--- config.mk ---
export PLATFORM = sky130hd
export DESIGN_NAME = fpu_top
export DESIGN_NICKNAME = d
export VERILOG_FILES = /design/src/verilog/fpu_pkg.sv /design/src/verilog/fpu_top.sv /design/src/verilog/fpu_norm_round.sv /design/src/verilog/fpu_fract_core.sv /design/src/verilog/fpu_unpack_align.sv
export VERILOG_INCLUDE_DIRS = /design/src /design/src/verilog
export SDC_FILE = /design/constraint.sdc
export NUM_CORES = 1
export LEC_CHECK = 0
export BUFFER_PORTS_ARGS = -buffer_cell sky130_fd_sc_hd__buf_2
export CORE_ASPECT_RATIO = 1.2
export CORE_UTILIZATION = 45
export DETAILED_ROUTE_END_ITERATION = 10
export RECOVER_POWER = 100
export SYNTH_ARGS = -nofsm -noshare
export SYNTH_HDL_FRONTEND = slang
export SYNTH_SLANG_ARGS = --single-unit
export TNS_END_PERCENT = 20
--- constraint.sdc ---
create_clock -name clk -period 6.15 [get_ports clk]
set_input_delay 0.3075 -clock clk [delete_from_list [all_inputs] [get_ports clk]]
set_output_delay 0.3075 -clock clk [all_outputs]
set_load 0.01 [all_outputs]
--- src/verilog/fpu_config.svh ---
`ifndef FPU_CONFIG_SVH
`define FPU_CONFIG_SVH

// binary32 field layout
`define FPU_EXP_W       8
`define FPU_FRAC_W      23
`define FPU_BIAS        127
`define FPU_MANT_W      24

// work word is carry, hidden bit and fraction, then guard, round, sticky
`define FPU_WORK_W      28
`define FPU_CARRY_BIT   27
`define FPU_HIDDEN_BIT  26
`define FPU_LSB_BIT     3
`define FPU_GUARD_BIT   2
`define FPU_ROUND_BIT   1
`define FPU_STICKY_BIT  0

// one multiplier bit per cycle
`define FPU_MUL_STEPS   24

`endif
--- src/verilog/fpu_pkg.sv ---
`default_nettype none
`include "fpu_config.svh"

package fpu_pkg;

    typedef logic [`FPU_EXP_W+`FPU_FRAC_W:0] word_t;  // sign, exponent, fraction
    typedef logic [`FPU_EXP_W-1:0]           exp_t;   // biased exponent field
    typedef logic signed [`FPU_EXP_W+1:0]    wide_exp_t;  // headroom for sums and steps
    typedef logic [`FPU_MANT_W-1:0]          mant_t;  // hidden bit included
    typedef logic [`FPU_WORK_W-1:0]          work_t;
    typedef logic [2*`FPU_MANT_W-1:0]        prod_t;  // full 24x24 product

    typedef enum logic [1:0] {
        OP_ADD = 2'b00,
        OP_MUL = 2'b10
    } fpu_op_t;

    typedef enum logic [1:0] {
        ALIGN_IDLE,
        ALIGN_ALIGN,
        ALIGN_BUSY
    } align_state_t;

    typedef enum logic [1:0] {
        CORE_IDLE,
        CORE_MUL,
        CORE_REDUCE
    } core_state_t;

    typedef enum logic [2:0] {
        NORM_IDLE,
        NORM_SHIFT,
        NORM_ROUND,
        NORM_RENORM,
        NORM_PACK,
        NORM_HOLD
    } norm_state_t;

endpackage

`default_nettype wire

--- src/verilog/fpu_top.sv ---
`timescale 1ns/1ps
`default_nettype none
`include "fpu_config.svh"

module fpu_top (
    input  wire                     clk,
    input  wire                     reset,
    input  wire                     start,
    input  wire fpu_pkg::fpu_op_t   op,
    input  wire fpu_pkg::word_t     a,
    input  wire fpu_pkg::word_t     b,
    output wire fpu_pkg::word_t     result,
    output wire                     done
);

    wire                     align_valid;
    wire                     is_mul;
    wire                     big_sign;
    wire                     small_sign;
    wire fpu_pkg::wide_exp_t exponent;
    wire fpu_pkg::work_t     big_work;
    wire fpu_pkg::work_t     small_work;
    wire fpu_pkg::mant_t     mant_a;
    wire fpu_pkg::mant_t     mant_b;

    wire                     core_valid;
    wire fpu_pkg::work_t     core_work;
    wire fpu_pkg::wide_exp_t core_exp;
    wire                     core_sign;

    wire                     release_pulse;  // back to the input side when done falls

    fpu_unpack_align u_unpack_align (
        .clk           (clk),
        .reset         (reset),
        .start         (start),
        .op            (op),
        .a             (a),
        .b             (b),
        .release_pulse (release_pulse),
        .align_valid   (align_valid),
        .is_mul        (is_mul),
        .big_sign      (big_sign),
        .small_sign    (small_sign),
        .exponent      (exponent),
        .big_work      (big_work),
        .small_work    (small_work),
        .mant_a        (mant_a),
        .mant_b        (mant_b)
    );

    fpu_fract_core u_fract_core (
        .clk         (clk),
        .reset       (reset),
        .align_valid (align_valid),
        .is_mul      (is_mul),
        .big_sign    (big_sign),
        .small_sign  (small_sign),
        .exponent    (exponent),
        .big_work    (big_work),
        .small_work  (small_work),
        .mant_a      (mant_a),
        .mant_b      (mant_b),
        .core_valid  (core_valid),
        .core_work   (core_work),
        .core_exp    (core_exp),
        .core_sign   (core_sign)
    );

    fpu_norm_round u_norm_round (
        .clk           (clk),
        .reset         (reset),
        .start         (start),
        .core_valid    (core_valid),
        .core_work     (core_work),
        .core_exp      (core_exp),
        .core_sign     (core_sign),
        .result        (result),
        .done          (done),
        .release_pulse (release_pulse)
    );

endmodule

`default_nettype wire

--- src/verilog/fpu_norm_round.sv ---
`timescale 1ns/1ps
`default_nettype none
`include "fpu_config.svh"

module fpu_norm_round (
    input  wire                        clk,
    input  wire                        reset,
    input  wire                        start,
    input  wire                        core_valid,
    input  wire fpu_pkg::work_t        core_work,
    input  wire fpu_pkg::wide_exp_t    core_exp,
    input  wire                        core_sign,
    output fpu_pkg::word_t             result,
    output logic                       done,
    output logic                       release_pulse
);

    fpu_pkg::norm_state_t state;
    fpu_pkg::work_t       work_q;
    fpu_pkg::wide_exp_t   exp_q;
    logic                 sign_q;
    logic                 zero_q;
    logic                 round_up;
    logic [`FPU_WORK_W-4:0] rounded;  // carry plus mantissa

    // nearest even, a tie only rounds up onto an odd lsb
    assign round_up = work_q[`FPU_GUARD_BIT] & (work_q[`FPU_ROUND_BIT]
                    | work_q[`FPU_STICKY_BIT] | work_q[`FPU_LSB_BIT]);
    assign rounded  = work_q[`FPU_CARRY_BIT:`FPU_LSB_BIT] + {{(`FPU_WORK_W-4){1'b0}}, round_up};

    always_ff @(posedge clk) begin
        if (reset) begin
            state         <= fpu_pkg::NORM_IDLE;
            done          <= 1'b0;
            release_pulse <= 1'b0;
            result        <= '0;
        end else begin
            release_pulse <= 1'b0;
            case (state)
                fpu_pkg::NORM_IDLE: begin
                    if (core_valid) begin
                        if (core_work == '0) begin
                            state <= fpu_pkg::NORM_PACK;
                        end else if (core_work[`FPU_CARRY_BIT]
                                     || !core_work[`FPU_HIDDEN_BIT]) begin
                            state <= fpu_pkg::NORM_SHIFT;
                        end else begin
                            state <= fpu_pkg::NORM_ROUND;
                        end
                    end
                end
                fpu_pkg::NORM_SHIFT: begin
                    if (work_q[`FPU_CARRY_BIT] || work_q[`FPU_HIDDEN_BIT-1]) begin
                        state <= fpu_pkg::NORM_ROUND;
                    end
                end
                fpu_pkg::NORM_ROUND: begin
                    state <= rounded[`FPU_WORK_W-4] ? fpu_pkg::NORM_RENORM : fpu_pkg::NORM_PACK;
                end
                fpu_pkg::NORM_RENORM: begin
                    state <= fpu_pkg::NORM_PACK;
                end
                fpu_pkg::NORM_PACK: begin
                    result <= zero_q ? '0 : {sign_q, exp_q[`FPU_EXP_W-1:0],
                                             work_q[`FPU_HIDDEN_BIT-1:`FPU_LSB_BIT]};
                    done   <= 1'b1;
                    state  <= fpu_pkg::NORM_HOLD;
                end
                fpu_pkg::NORM_HOLD: begin
                    if (!start) begin  // environment has taken the result
                        done          <= 1'b0;
                        release_pulse <= 1'b1;
                        state         <= fpu_pkg::NORM_IDLE;
                    end
                end
                default: state <= fpu_pkg::NORM_IDLE;
            endcase
        end
    end

    always_ff @(posedge clk) begin
        case (state)
            fpu_pkg::NORM_IDLE: begin
                if (core_valid) begin
                    work_q <= core_work;
                    exp_q  <= core_exp;
                    sign_q <= core_sign;
                    zero_q <= (core_work == '0);  // exact zero packs as +0
                end
            end
            fpu_pkg::NORM_SHIFT: begin
                if (work_q[`FPU_CARRY_BIT]) begin
                    work_q <= {1'b0, work_q[`FPU_CARRY_BIT:2], work_q[1] | work_q[0]};
                    exp_q  <= exp_q + 10'sd1;
                end else begin
                    work_q <= work_q << 1;  // one bit per cycle after cancellation
                    exp_q  <= exp_q - 10'sd1;
                end
            end
            fpu_pkg::NORM_ROUND: begin
                work_q <= {rounded, 3'b000};
            end
            fpu_pkg::NORM_RENORM: begin
                work_q <= work_q >> 1;  // rounding carried out, low bits already zero
                exp_q  <= exp_q + 10'sd1;
            end
        endcase
    end

endmodule

`default_nettype wire

--- src/verilog/fpu_fract_core.sv ---
`timescale 1ns/1ps
`default_nettype none
`include "fpu_config.svh"

module fpu_fract_core (
    input  wire                        clk,
    input  wire                        reset,
    input  wire                        align_valid,
    input  wire                        is_mul,
    input  wire                        big_sign,
    input  wire                        small_sign,
    input  wire fpu_pkg::wide_exp_t    exponent,
    input  wire fpu_pkg::work_t        big_work,
    input  wire fpu_pkg::work_t        small_work,
    input  wire fpu_pkg::mant_t        mant_a,
    input  wire fpu_pkg::mant_t        mant_b,
    output logic                       core_valid,
    output fpu_pkg::work_t             core_work,
    output fpu_pkg::wide_exp_t         core_exp,
    output logic                       core_sign
);

    fpu_pkg::core_state_t state;
    logic [4:0]           step_cnt;
    fpu_pkg::prod_t       mcand;     // shifts left each step
    fpu_pkg::mant_t       mplier;    // shifts right each step
    fpu_pkg::prod_t       acc;
    fpu_pkg::work_t       add_work;

    // magnitudes are ordered, so the difference never goes negative
    assign add_work = (big_sign == small_sign) ? big_work + small_work
                                               : big_work - small_work;

    always_ff @(posedge clk) begin
        if (reset) begin
            state      <= fpu_pkg::CORE_IDLE;
            core_valid <= 1'b0;
        end else begin
            core_valid <= 1'b0;
            case (state)
                fpu_pkg::CORE_IDLE: begin
                    if (align_valid) begin
                        if (is_mul) begin
                            state <= fpu_pkg::CORE_MUL;
                        end else begin
                            core_valid <= 1'b1;  // add finishes here
                        end
                    end
                end
                fpu_pkg::CORE_MUL: begin
                    if (step_cnt == 5'(`FPU_MUL_STEPS - 1)) begin
                        state <= fpu_pkg::CORE_REDUCE;
                    end
                end
                fpu_pkg::CORE_REDUCE: begin
                    core_valid <= 1'b1;
                    state      <= fpu_pkg::CORE_IDLE;
                end
                default: state <= fpu_pkg::CORE_IDLE;
            endcase
        end
    end

    always_ff @(posedge clk) begin
        case (state)
            fpu_pkg::CORE_IDLE: begin
                if (align_valid) begin
                    core_exp <= exponent;
                    step_cnt <= '0;
                    mcand    <= {{`FPU_MANT_W{1'b0}}, mant_a};
                    mplier   <= mant_b;
                    acc      <= '0;
                    if (is_mul) begin
                        core_sign <= big_sign ^ small_sign;
                    end else begin
                        core_sign <= big_sign;
                        core_work <= add_work;
                    end
                end
            end
            fpu_pkg::CORE_MUL: begin
                if (mplier[0]) begin
                    acc <= acc + mcand;
                end
                mcand    <= mcand << 1;
                mplier   <= mplier >> 1;
                step_cnt <= step_cnt + 5'd1;
            end
            fpu_pkg::CORE_REDUCE: begin
                // binary point sits below bit 46, a zero mantissa leaves acc at zero
                core_work <= {acc[47], acc[46:23], acc[22], acc[21], |acc[20:0]};
            end
            default: begin
                step_cnt <= '0;
            end
        endcase
    end

endmodule

`default_nettype wire

--- src/verilog/fpu_unpack_align.sv ---
`timescale 1ns/1ps
`default_nettype none
`include "fpu_config.svh"

module fpu_unpack_align (
    input  wire                        clk,
    input  wire                        reset,
    input  wire                        start,
    input  wire fpu_pkg::fpu_op_t      op,
    input  wire fpu_pkg::word_t        a,
    input  wire fpu_pkg::word_t        b,
    input  wire                        release_pulse,
    output logic                       align_valid,
    output logic                       is_mul,
    output logic                       big_sign,
    output logic                       small_sign,
    output fpu_pkg::wide_exp_t         exponent,
    output fpu_pkg::work_t             big_work,
    output fpu_pkg::work_t             small_work,
    output fpu_pkg::mant_t             mant_a,
    output fpu_pkg::mant_t             mant_b
);

    fpu_pkg::align_state_t state;
    fpu_pkg::fpu_op_t      op_q;
    fpu_pkg::word_t        a_q;
    fpu_pkg::word_t        b_q;

    fpu_pkg::exp_t         exp_a;
    fpu_pkg::exp_t         exp_b;
    fpu_pkg::mant_t        man_a;
    fpu_pkg::mant_t        man_b;
    logic                  a_ge_b;
    fpu_pkg::exp_t         big_exp;
    fpu_pkg::exp_t         small_exp;
    fpu_pkg::exp_t         exp_diff;
    fpu_pkg::mant_t        big_mant;
    fpu_pkg::mant_t        small_mant;
    fpu_pkg::work_t        small_base;
    fpu_pkg::work_t        small_shift;
    fpu_pkg::work_t        lost_mask;
    logic                  sticky;
    fpu_pkg::wide_exp_t    mul_exp;

    assign exp_a = a_q[`FPU_EXP_W+`FPU_FRAC_W-1:`FPU_FRAC_W];
    assign exp_b = b_q[`FPU_EXP_W+`FPU_FRAC_W-1:`FPU_FRAC_W];

    // zero exponent field means zero, fraction ignored
    assign man_a = (exp_a == '0) ? '0 : {1'b1, a_q[`FPU_FRAC_W-1:0]};
    assign man_b = (exp_b == '0) ? '0 : {1'b1, b_q[`FPU_FRAC_W-1:0]};

    assign a_ge_b     = {exp_a, man_a} >= {exp_b, man_b};  // magnitude order
    assign big_exp    = a_ge_b ? exp_a : exp_b;
    assign small_exp  = a_ge_b ? exp_b : exp_a;
    assign big_mant   = a_ge_b ? man_a : man_b;
    assign small_mant = a_ge_b ? man_b : man_a;
    assign exp_diff   = big_exp - small_exp;

    assign mul_exp = fpu_pkg::wide_exp_t'(exp_a) + fpu_pkg::wide_exp_t'(exp_b)
                   - fpu_pkg::wide_exp_t'(`FPU_BIAS);

    // align the smaller fraction, bits falling off the end fold into sticky
    always_comb begin
        small_base = {1'b0, small_mant, 3'b000};
        lost_mask  = '1;
        if (int'(exp_diff) >= `FPU_WORK_W) begin
            small_shift = '0;
            sticky      = |small_base;
        end else begin
            small_shift = small_base >> exp_diff;
            lost_mask   = ~({`FPU_WORK_W{1'b1}} << exp_diff);
            sticky      = |(small_base & lost_mask);
        end
    end

    always_ff @(posedge clk) begin
        if (reset) begin
            state       <= fpu_pkg::ALIGN_IDLE;
            align_valid <= 1'b0;
        end else begin
            align_valid <= 1'b0;
            case (state)
                fpu_pkg::ALIGN_IDLE: begin
                    if (start) begin
                        state <= fpu_pkg::ALIGN_ALIGN;
                    end
                end
                fpu_pkg::ALIGN_ALIGN: begin
                    align_valid <= 1'b1;
                    state       <= fpu_pkg::ALIGN_BUSY;
                end
                fpu_pkg::ALIGN_BUSY: begin
                    if (release_pulse) begin  // start ignored until here
                        state <= fpu_pkg::ALIGN_IDLE;
                    end
                end
                default: state <= fpu_pkg::ALIGN_IDLE;
            endcase
        end
    end

    always_ff @(posedge clk) begin
        if (state == fpu_pkg::ALIGN_IDLE && start) begin
            op_q <= op;
            a_q  <= a;
            b_q  <= b;
        end
        if (state == fpu_pkg::ALIGN_ALIGN) begin
            is_mul     <= (op_q == fpu_pkg::OP_MUL);  // unknown codes add
            big_sign   <= a_ge_b ? a_q[31] : b_q[31];
            small_sign <= a_ge_b ? b_q[31] : a_q[31];
            exponent   <= (op_q == fpu_pkg::OP_MUL) ? mul_exp
                                                    : fpu_pkg::wide_exp_t'(big_exp);
            big_work   <= {1'b0, big_mant, 3'b000};
            small_work <= {small_shift[`FPU_WORK_W-1:1], small_shift[0] | sticky};
            mant_a     <= man_a;
            mant_b     <= man_b;
        end
    end

endmodule

`default_nettype wire

# Word-level counts from Yosys, hierarchy flattened

Cells that the tools add are included.
W data, S select, Z words.

Register bits after elaboration: 426
Input bits: 69
Output and inout port bits: 33
Word-level logic and storage cells: 161

Add/sub/neg operators: 10
$lt $le $gt $ge: 2
Equality and inequality tests: 22
Shift operators: 2
Muxes and demuxes: 53
Bitwise logic cells: 9
Reductions and logical operators: 31

Operator list:

| kind                    | number |
|---|---|
| $pmux W48 S2            | 2 |
| $mux W48                | 3 |
| $mux W28                | 5 |
| $mux W24                | 5 |
| $pmux W28 S4            | 1 |
| $pmux W28 S2            | 1 |
| $add A48 B48 Y48        | 1 |
| $pmux W24 S2            | 1 |
| $ge A32 B32 Y1          | 1 |
| $mux W32                | 1 |
| $pmux W10 S3            | 1 |
| $add A27 B28 Y28        | 1 |
| $and A27 B28 Y28        | 1 |
| $logic_not A28 Y1       | 1 |
| $not A28 Y28            | 1 |
| $reduce_or A28 Y1       | 1 |
| $shl A28 B8 Y28 const A | 1 |
| $shr A27 B8 Y28         | 1 |
| $sub A27 B28 Y28        | 1 |
| $add A25 B1 Y25         | 1 |
| $mux W8                 | 3 |
| $reduce_or A24 Y1       | 1 |
| $reduce_or A21 Y1       | 1 |
| $mux W10                | 2 |
| other kinds (41)        | 91 |

# Longest topological paths before layout

Gate-level depths: netlist (run 1).

Depth after elaboration: 11
Gate-level depth with buffers: 25
Gate-level depth less buffers: 22

# By module

Synthesis (run 1) repeated with hierarchy kept, for this count alone.

Cell total of the unflattened synthesis: 2634
Area, all modules: 25607.1 µm²

By module, submodules not included:

| module           | times used | cells an instance | area an instance (µm²) | seq. area each (µm²) |
|---|---|---|---|---|
| fpu_fract_core   | 1          | 1173              | 11175.7                | 4984.8 |
| fpu_unpack_align | 1          | 949               | 10177.3                | 5405.2 |
| fpu_norm_round   | 1          | 512               | 4254.1                 | 1881.8 |

# Worst setup path after synthesis (run 1)

OpenSTA, ideal clock, no wires.

Path kind: register to register
Start point: reg u_fract_core.state[1]
End point: reg u_fract_core.mcand[0], enable pin
Library setup time: 601 ps
Data arrival time: 5559 ps
Required time: 5549 ps
Path slack: -10 ps
Stages on the path, launching flop included: 3
Path buffers: 0
Clock period less this slack: 6160 ps
Cells stage by stage: dfxtp_1 nand2b_1 o21ai_0

Word-level cells in the longest chain between the ends: 3
Elaborated cells between the ends (all ways): 5
Those cells by class: eq/ne (2); reduce/logical (3)

Ends and longest elaborated chain:

| what                                                                | line                 | RTL |
|---|---|---|
| start: declaration                                                  | fpu_fract_core.sv:23 | `fpu_pkg::core_state_t state;` |
| start signal: assignment                                            | fpu_fract_core.sv:36 | `state <= fpu_pkg::CORE_IDLE;` |
| start signal: assignment                                            | fpu_fract_core.sv:44 | `state <= fpu_pkg::CORE_MUL;` |
| start signal: assignment                                            | fpu_fract_core.sv:52 | `state <= fpu_pkg::CORE_REDUCE;` |
| $eq A2 B1 Y1 / $logic_not A2 Y1 (equally long branches)             | fpu_fract_core.sv:65 | `case (state)` |
| $reduce_bool A2 Y1 (no line) / $ne A2 B2 Y1 (equally long branches) | -                    |  |
| $reduce_and A2 Y1 (no line) (*)                                     | -                    |  |
| end signal: assignment                                              | fpu_fract_core.sv:70 | `` mcand <= {{`FPU_MANT_W{1'b0}}, mant_a}; `` |
| end signal: assignment                                              | fpu_fract_core.sv:85 | `mcand <= mcand << 1;` |
| end: declaration                                                    | fpu_fract_core.sv:25 | `fpu_pkg::prod_t mcand;` |

Every way passes the cells marked *; elsewhere a longest branch is shown, timed or not.
A chain may end at the register's enable or synchronous reset.

# Worst setup path in the final report (run 1)

Start point: reg u_unpack_align.a_q[23]
End point: reg u_unpack_align.small_work[0] (data pin)

Word-level cells in the longest chain between the ends: 11
Elaborated cells between the ends (all ways): 17
Those cells by class: add/sub (1); order compare (2); shift (2); mux (6); bitwise (3); reduce/logical (3)

Ends and longest elaborated chain:

| what                              | line                                           | RTL |
|---|---|---|
| start: declaration                | fpu_unpack_align.sv:26                         | `fpu_pkg::word_t a_q;` |
| start signal: assignment          | fpu_unpack_align.sv:105                        | `a_q <= a;` |
| $logic_not A8 Y1 (*)              | fpu_unpack_align.sv:49                         | `` assign man_a = (exp_a == '0) ? '0 : {1'b1, a_q[`FPU_FRAC_W-1:0]}; `` |
| $mux W24 (*)                      | fpu_unpack_align.sv:49                         |  |
| via u_unpack_align.man_a[15]      | fpu_unpack_align.sv:31                         | `fpu_pkg::mant_t man_a;` |
| $ge A32 B32 Y1                    | fpu_unpack_align.sv:52                         | `assign a_ge_b = {exp_a, man_a} >= {exp_b, man_b};` |
| $mux W8, on equally long branches | fpu_unpack_align.sv:53, fpu_unpack_align.sv:54 |  |
| $sub A8 B8 Y8                     | fpu_unpack_align.sv:57                         | `assign exp_diff = big_exp - small_exp;` |
| $shl A28 B8 Y28                   | fpu_unpack_align.sv:71                         | `` lost_mask = ~({`FPU_WORK_W{1'b1}} << exp_diff); `` |
| $not A28 Y28                      | fpu_unpack_align.sv:71                         |  |
| $and A27 B28 Y28                  | fpu_unpack_align.sv:72                         | `sticky = \|(small_base & lost_mask);` |
| $reduce_or A28 Y1                 | fpu_unpack_align.sv:72                         |  |
| $mux W1                           | fpu_unpack_align.sv:66                         | `` if (int'(exp_diff) >= `FPU_WORK_W) begin `` |
| $or A1 B1 Y1 (*)                  | fpu_unpack_align.sv:115                        | `` small_work <= {small_shift[`FPU_WORK_W-1:1], small_shift[0] \| sticky}; `` |
| end signal: assignment            | fpu_unpack_align.sv:115                        |  |
| end: declaration                  | fpu_unpack_align.sv:19                         | `output fpu_pkg::work_t small_work,` |

The timed path passes the listed nets; every way through them passes the cells marked *.

==> results.toml, run 1 <==
[status]
status = "complete, but fails checks"
violations = "max-capacitance violations, max-slew violations"

[drt]
first_iter_violations = 1380
ant_nets = 0
num_vias = 19586
drt-pass1-iter-count = 5
avgRoutedWirePerCell_um = 20.1
drt-total-wl_um = 69400
vias_per_cell = 5.67
drc_errors = 0

[final_layout]
drive_above_1_share_pct = 8.99
seq_area_mm2 = 0.0122
layout.cells.non_filler = 3457
area_growth_syn_to_layout_pct = 14.1
nNetsFinal = 2917
multiInputGateArea_mm2 = 0.0118
fillCellCount = 5002

[grt]
grt_usage_pct = 24.5
grt_pass1_wl_um = 108000
antenna_found_initial = 3
grt_max_degree = 78
grt_pass1_vias = 18869
grt_overflow = 0

[clock_tree]
clockBufferDepth = 3
cts_root_buf = "clkbuf_16"
cts_setup_buffers = 0
path_clk_slew_ns = 0.07
tritoncts = "yes"
cts_buffers = 46
clock_sinks = 419
insertion_delay_ns = 0.60
h-tree-depth = 2

[timing]
final.setup.tns_ns = 0
hold_viol = 0
post-route-period-util_pct = 96.3
hold_slack_ns = 0.263
rsz0062_at_grt = "no"
skew_ns = 0.0250
finalCriticalPeriod_ns = 5.92
fmax_mhz = 169
slew_violations = 641
final-setup-viol-count = 0
slew_headroom_pct = -148
tightest_slew_ns = 3.72

[yosys]
synth_top_area_share_pct = 45.3
yosysMostFrequentCell = "nand2_1"
synth_xor_xnor_area_share_pct = 3.59
synthFlopType = "edfxtp_1"
synth-async-reset-ratio_pct = 0
synth_seq_area_share_pct = 48.8
synth_mux_area_share_pct = 3.31
synth-compound-area-share_pct = 14.8
synth_area_mm2 = 0.0249
synth-edff-count = 376
synth_top_cell_by_area = "edfxtp_1"
synthSimpleGateAreaFrac_pct = 18.1
synth_area_per_cell_um2 = 9.75
syn_inst = 2555
syn-num-nets = 2773
yosys_warnings = 0
synthAdderAreaFrac_pct = 7.58
yosysUniqueCellTypes = 88
synth_seq_cells = 419
synth_area_leaders = "edfxtp_1 45%, ha_1 7.3%, nand2_1 5.7%"
synth_top_family_by_area = "simple AND/OR/NAND/NOR gates"
synth_commonest_cells = "381 x nand2_1, 376 x edfxtp_1, 239 x nor2_1"

[setup_path]
startpoint_type = "flop"
cp_max_fo = 18
worst-r2r-cell-count = 22
crit_type = "flop to flop"
reg2reg_from = "u_unpack_align.a_q[23]$_DFFE_PP_"
r2r_slack_ns = 0.23
worstPathRequired_ns = 6.50
worstReg2RegEnd = "u_unpack_align.small_work[0]$_DFFE_PP_"
end_kind = "flop"
crit_arrival_ns = 6.27

[hold_path]
hp-start = "reset"
min_path_cells = 2
hold_end = "u_norm_round.result[5]$_SDFFE_PP0P_"
hold_class = "primary input to flop"

[die]
dieHeight_um = 260
die_w_um = 217
ioPinCount = 102
row_count = 94
die_area_mm2 = 0.0563
start_util_pct = 45.4
core_area_mm2 = 0.0548

[power_and_ir_drop]
vdd_drop_max_v = 0.000249
p_leak_nw = 10.9
powerDensity_mw_per_mm2 = 285

[placed_design]
dp.cells = 3304
place.gp.congestion = 0.934
port_buffers = 101
place_hpwl_um = 50500

[run]
cap_violations = 12
## flip-flops by register name (all words and copies together), names as in the netlist, 24 cells and up
register / cells
u_norm_round.result: 32
u_fract_core.acc: 48
u_unpack_align.b_q: 32
u_unpack_align.small_work: 27
u_unpack_align.mant_a: 24
u_fract_core.mcand: 48
u_unpack_align.a_q: 32
u_fract_core.mplier: 24
u_norm_round.work_q: 28
u_unpack_align.mant_b: 24
u_fract_core.core_work: 28
u_unpack_align.big_work: 24
## through the flow
stage                     worst slack [ns]  total power [mW]  utilization (%)  area [um2]
after global routing                0.0107              8.45             51.8       28400
after floorplan                      0.414              4.69                -       24900
after global placement               0.233              5.25             48.0       26300
after detailed placement             0.171              5.25             48.0       26300
final                                0.228              8.11             51.8       28400
after CTS                            0.169              8.14             52.1       28500
## layout by cell type, fill, tap and decap left out, types with 45 or more instances in the layout
cell	count
a21oi_1	205
buf_2	64
clkbuf_1	61
clkbuf_16	46
dlygate4sd3_1	67
edfxtp_1	376
ha_1	146
inv_1	118
nand2_1	380
nand3_1	48
nor2_1	237
nor3_1	66
o21ai_0	145
xnor2_1	53
xor2_1	45
## worst max-delay path by stage
stage                     depth (start not counted)  slack [ns]                                 start                                endpoint
after floorplan                                   1        0.41  u_unpack_align.state[1]$_SDFFE_PP0P_         u_unpack_align.a_q[0]$_DFFE_PP_
after global placement                           22        0.23      u_unpack_align.a_q[23]$_DFFE_PP_  u_unpack_align.small_work[0]$_DFFE_PP_
after detailed placement                         22        0.17      u_unpack_align.a_q[23]$_DFFE_PP_  u_unpack_align.small_work[0]$_DFFE_PP_
after CTS                                        22        0.17      u_unpack_align.a_q[23]$_DFFE_PP_  u_unpack_align.small_work[0]$_DFFE_PP_
after global routing                             22        0.01      u_unpack_align.a_q[23]$_DFFE_PP_  u_unpack_align.small_work[0]$_DFFE_PP_
final                                            22        0.23      u_unpack_align.a_q[23]$_DFFE_PP_  u_unpack_align.small_work[0]$_DFFE_PP_
## layout make-up
type	instances	area share, %
antenna	2	0.0176
clock buffer	55	4.17
clock inverter	29	1.26
inverter	121	1.60
multi-input combinational	1888	41.7
sequential	419	42.8
tap	720	3.17
timing repair buffer	223	5.29
## routing by layer
| layer | share of wire, % | up-vias | global-route usage, % |
|---|---|---|---|
| li1 | - | 9510 | - |
| met1 | 43 | 9325 | 31.3 |
| met2 | 47 | 594 | 40.5 |
| met3 | 4.9 | 155 | 3.81 |
| met4 | 4.9 | 2 | 12.3 |
| met5 | 0.019 | - | 0 |
## power by group
part / total, mW / switching, mW / internal, mW
combinational: 1.83 / 1.15 / 0.677
clock: 2.85 / 1.20 / 1.65
sequential: 3.43 / 0.112 / 3.32
total: 8.11 / 2.47 / 5.64
## critical path, cell delays in order (launching register included)
cell      delay (ns)
edfxtp_1        0.44
nor4_1          0.38
nand2_2         0.21
buf_4           0.25
and2_1          0.20
ha_1            0.30
nand2_1         0.07
or4_1           0.53
o211ai_2        0.16
and2_1          0.25
a21oi_4         0.09
mux2i_2         0.29
inv_2           0.07
ha_1            0.33
inv_2           0.16
mux4_2          0.52
mux2i_1         0.31
mux2i_1         0.19
mux2i_1         0.17
mux2i_1         0.08
or3_1           0.32
nor4_1          0.24
a31oi_1         0.12
## kinds of logic after synthesis
| family | Yosys count |
|---|---|
| compound gates | 591 |
| xor+xnor | 102 |
| fa+ha+maj | 149 |
| buf+inv | 248 |
| flops | 419 |
| mux | 68 |
| simple gates | 978 |
## repair_timing
action	in CTS	in global routing
resized for setup	0	3
setup endpoints to repair	0	5
hold buffers	67	0
endpoints found under the hold margin	67	0
Note: power is estimated with default switching activity, not from simulation.
==> run 2: changes to the inputs <==
- ABC_AREA: default -> 1
- SETUP_SLACK_MARGIN: default -> 0.3
==> run 2 against run 1 <==
Compared with the run above:
- design area grew 1.2%
- die area is 1.1% higher
- synthesized cell count rose by 18%
- combinational power rose by 8%
- wire length rose by 8.5%
- final cell count increased by 13%
- sequential power about the same
- the flow still finishes with violations (max-capacitance violations, max-slew violations)
- maximum frequency increased by 10%
- non-clock buffer count down 7
- clock-buffer cell count increased by 4
- via count is 9.6% higher
- worst hold slack improved by 0.043 ns
==> results.toml, run 2 <==
[status]
status = "complete, but fails checks"
violations = "max-capacitance violations, max-slew violations"

[setup_path]
critical_path.most_common_cell = "nand2_1"
crit_slowest_cell = "edfxtp_1"
crit_type = "flop to flop"
crit_arrival_ns = 5.85
startpoint_type = "flop"
worstPathRequired_ns = 6.62
slowest_delay_ns = 0.44
end_kind = "flop"
cp_max_fo = 27

[yosys]
yosysUniqueCellTypes = 55
synth_top_area_share_pct = 44.8
synth_seq_cells = 419
synth-async-reset-ratio_pct = 0
yosysMostFrequentCell = "nand2_1"
synth_area_mm2 = 0.0252
synth-edff-count = 376
synth_seq_area_share_pct = 48.2
synthFlopType = "edfxtp_1"
synth_top_cell_by_area = "edfxtp_1"
synth_area_leaders = "edfxtp_1 45%, nand2_1 9.8%, ha_1 7.3%"
synth_area_per_cell_um2 = 8.37
yosys_warnings = 0
syn_inst = 3008
synth_commonest_cells = "658 x nand2_1, 395 x inv_1, 376 x edfxtp_1"
syn-num-nets = 3226

[drt]
first_iter_violations = 1808
drt-pass1-iter-count = 6
ant_nets = 0
vias_per_cell = 5.48
drt-total-wl_um = 75300
avgRoutedWirePerCell_um = 19.2
drc_errors = 0
num_vias = 21473

[final_layout]
biggestRegsByFlops = "u_fract_core.acc (48), u_fract_core.mcand (48)"
drive_above_1_share_pct = 6.81
final_cell_mix = "658 x nand2_1, 397 x inv_1, 376 x edfxtp_1, 281 x nor2_1, 264 x a21oi_1"
post-route-util_pct = 52.3
nNetsFinal = 3381
area_growth_syn_to_layout_pct = 14.2
final_common_cell = "nand2_1"
insertedDiodeCount = 0
fin_area_mm2 = 0.0288

[grt]
grt_max_degree = 84
antenna_found_initial = 0
grt_overflow = 0
grt_usage_pct = 26.4
gr-usage-met1_pct = 33.2
grt_pass1_vias = 20898
top_usage_layer = "met2"
grt_pass1_wl_um = 116000
grt_use_met2_pct = 45.3
gr-usage-met3_pct = 3.21

[clock_tree]
clockBufferDepth = 3
cts_buffers = 46
tritoncts = "yes"
insertion_delay_ns = 0.61
cts_root_buf = "clkbuf_16"
path_clk_slew_ns = 0.06
clock_sinks = 419
h-tree-depth = 2

[die]
die_area_mm2 = 0.0569
die_w_um = 218
start_util_pct = 45.8
row_count = 94
ioPinCount = 102
dieHeight_um = 261
core_area_mm2 = 0.0550

[timing]
finalCriticalPeriod_ns = 5.38
post-route-period-util_pct = 87.5
tightest_slew_ns = 4.15
final.setup.tns_ns = 0
skew_ns = 0.0419
fmax_mhz = 186
slew_violations = 554
rsz0062_at_grt = "no"
slew_headroom_pct = -177
final-setup-viol-count = 0
hold_viol = 0

[run]
cap_violations = 10

[placed_design]
port_buffers = 101
place.gp.congestion = 0.890
place_hpwl_um = 55800
place_area_mm2 = 0.0266

[power_and_ir_drop]
powerDensity_mw_per_mm2 = 291
p_leak_nw = 12.1
vdd_drop_max_v = 0.000236

[hold_path]
hold_class = "primary input to flop"
[run 2: kinds of logic after synthesis]
group / synth area share [%]
flip-flops: 48.2
AND/OR/NAND/NOR: 21.4
XOR/XNOR: 1.38
AO/OA/AOI/OAI: 13.8
adder cells (fa/ha/maj): 7.49
buffers and inverters: 7.73
[run 2: worst max-delay path, delay by kind of cell, from the launching register on]
kind	cells	cell delay, ns
AND/OR/NAND/NOR	20	3.01
flip-flops	1	0.44
AO/OA/AOI/OAI	3	0.70
buffers and inverters	4	0.63
adder cells (fa/ha/maj)	2	0.46
[run 2: timing repair]
item                                   CTS  global route
hold buffers                            67             0
endpoints found under the hold margin   67             0
resized for setup                        0             0
buffers inserted                         0             0
[run 2: cell type report]
class	count	area [um2]
clock buffers	59	1260
inverters	401	1510
clock inverters	27	362
repair buffers	216	1450
multi-input cells	2079	11100
well taps	720	901
fillers	5286	26300
flip-flops and latches	419	12200
[run 2: metal layers]
metal	wire (um)	share of wire, %
met4	3520	4.7
met3	3370	4.5
met2	36500	48
met5	0	0
met1	31900	42
[run 2: metrics by stage]
step / worst slack [ns] / hold WS [ns] / instances / power, mW
floorplan: 0.488 / 0.400 / 3008 / 4.76
global placement: 0.826 / 0.404 / 3768 / 5.41
detailed placement: 0.744 / 0.410 / 3768 / 5.41
CTS: 0.776 / 0.293 / 3921 / 8.39
global route: 0.268 / 0.339 / 3921 / 8.74
finish: 0.771 / 0.306 / 3921 / 8.36
[run 2: worst paths after layout]
kind                                                            from  depth (start not counted)  slack (ns)                                    endpoint
worst max register to register      u_unpack_align.b_q[29]$_DFFE_PP_                         29        0.77  u_unpack_align.small_work[2]$_SDFFCE_PP0P_
worst min register to register  u_unpack_align.exponent[7]$_DFFE_PP_                          0        0.42          u_fract_core.core_exp[7]$_DFFE_PP_
worst min-delay path                                           reset                          2        0.31         u_norm_round.result[6]$_SDFFE_PP0P_
worst max-delay path                u_unpack_align.b_q[29]$_DFFE_PP_                         29        0.77  u_unpack_align.small_work[2]$_SDFFCE_PP0P_
[run 2: power breakdown]
| group | total, mW | internal, mW | leakage [nW] | switching (mW) |
|---|---|---|---|---|
| Sequential | 3.44 | 3.33 | 3.83 | 0.113 |
| Combinational | 1.97 | 0.602 | 7.53 | 1.36 |
| Clock | 2.96 | 1.72 | 0.779 | 1.23 |
| Total | 8.36 | 5.66 | 12.1 | 2.71 |
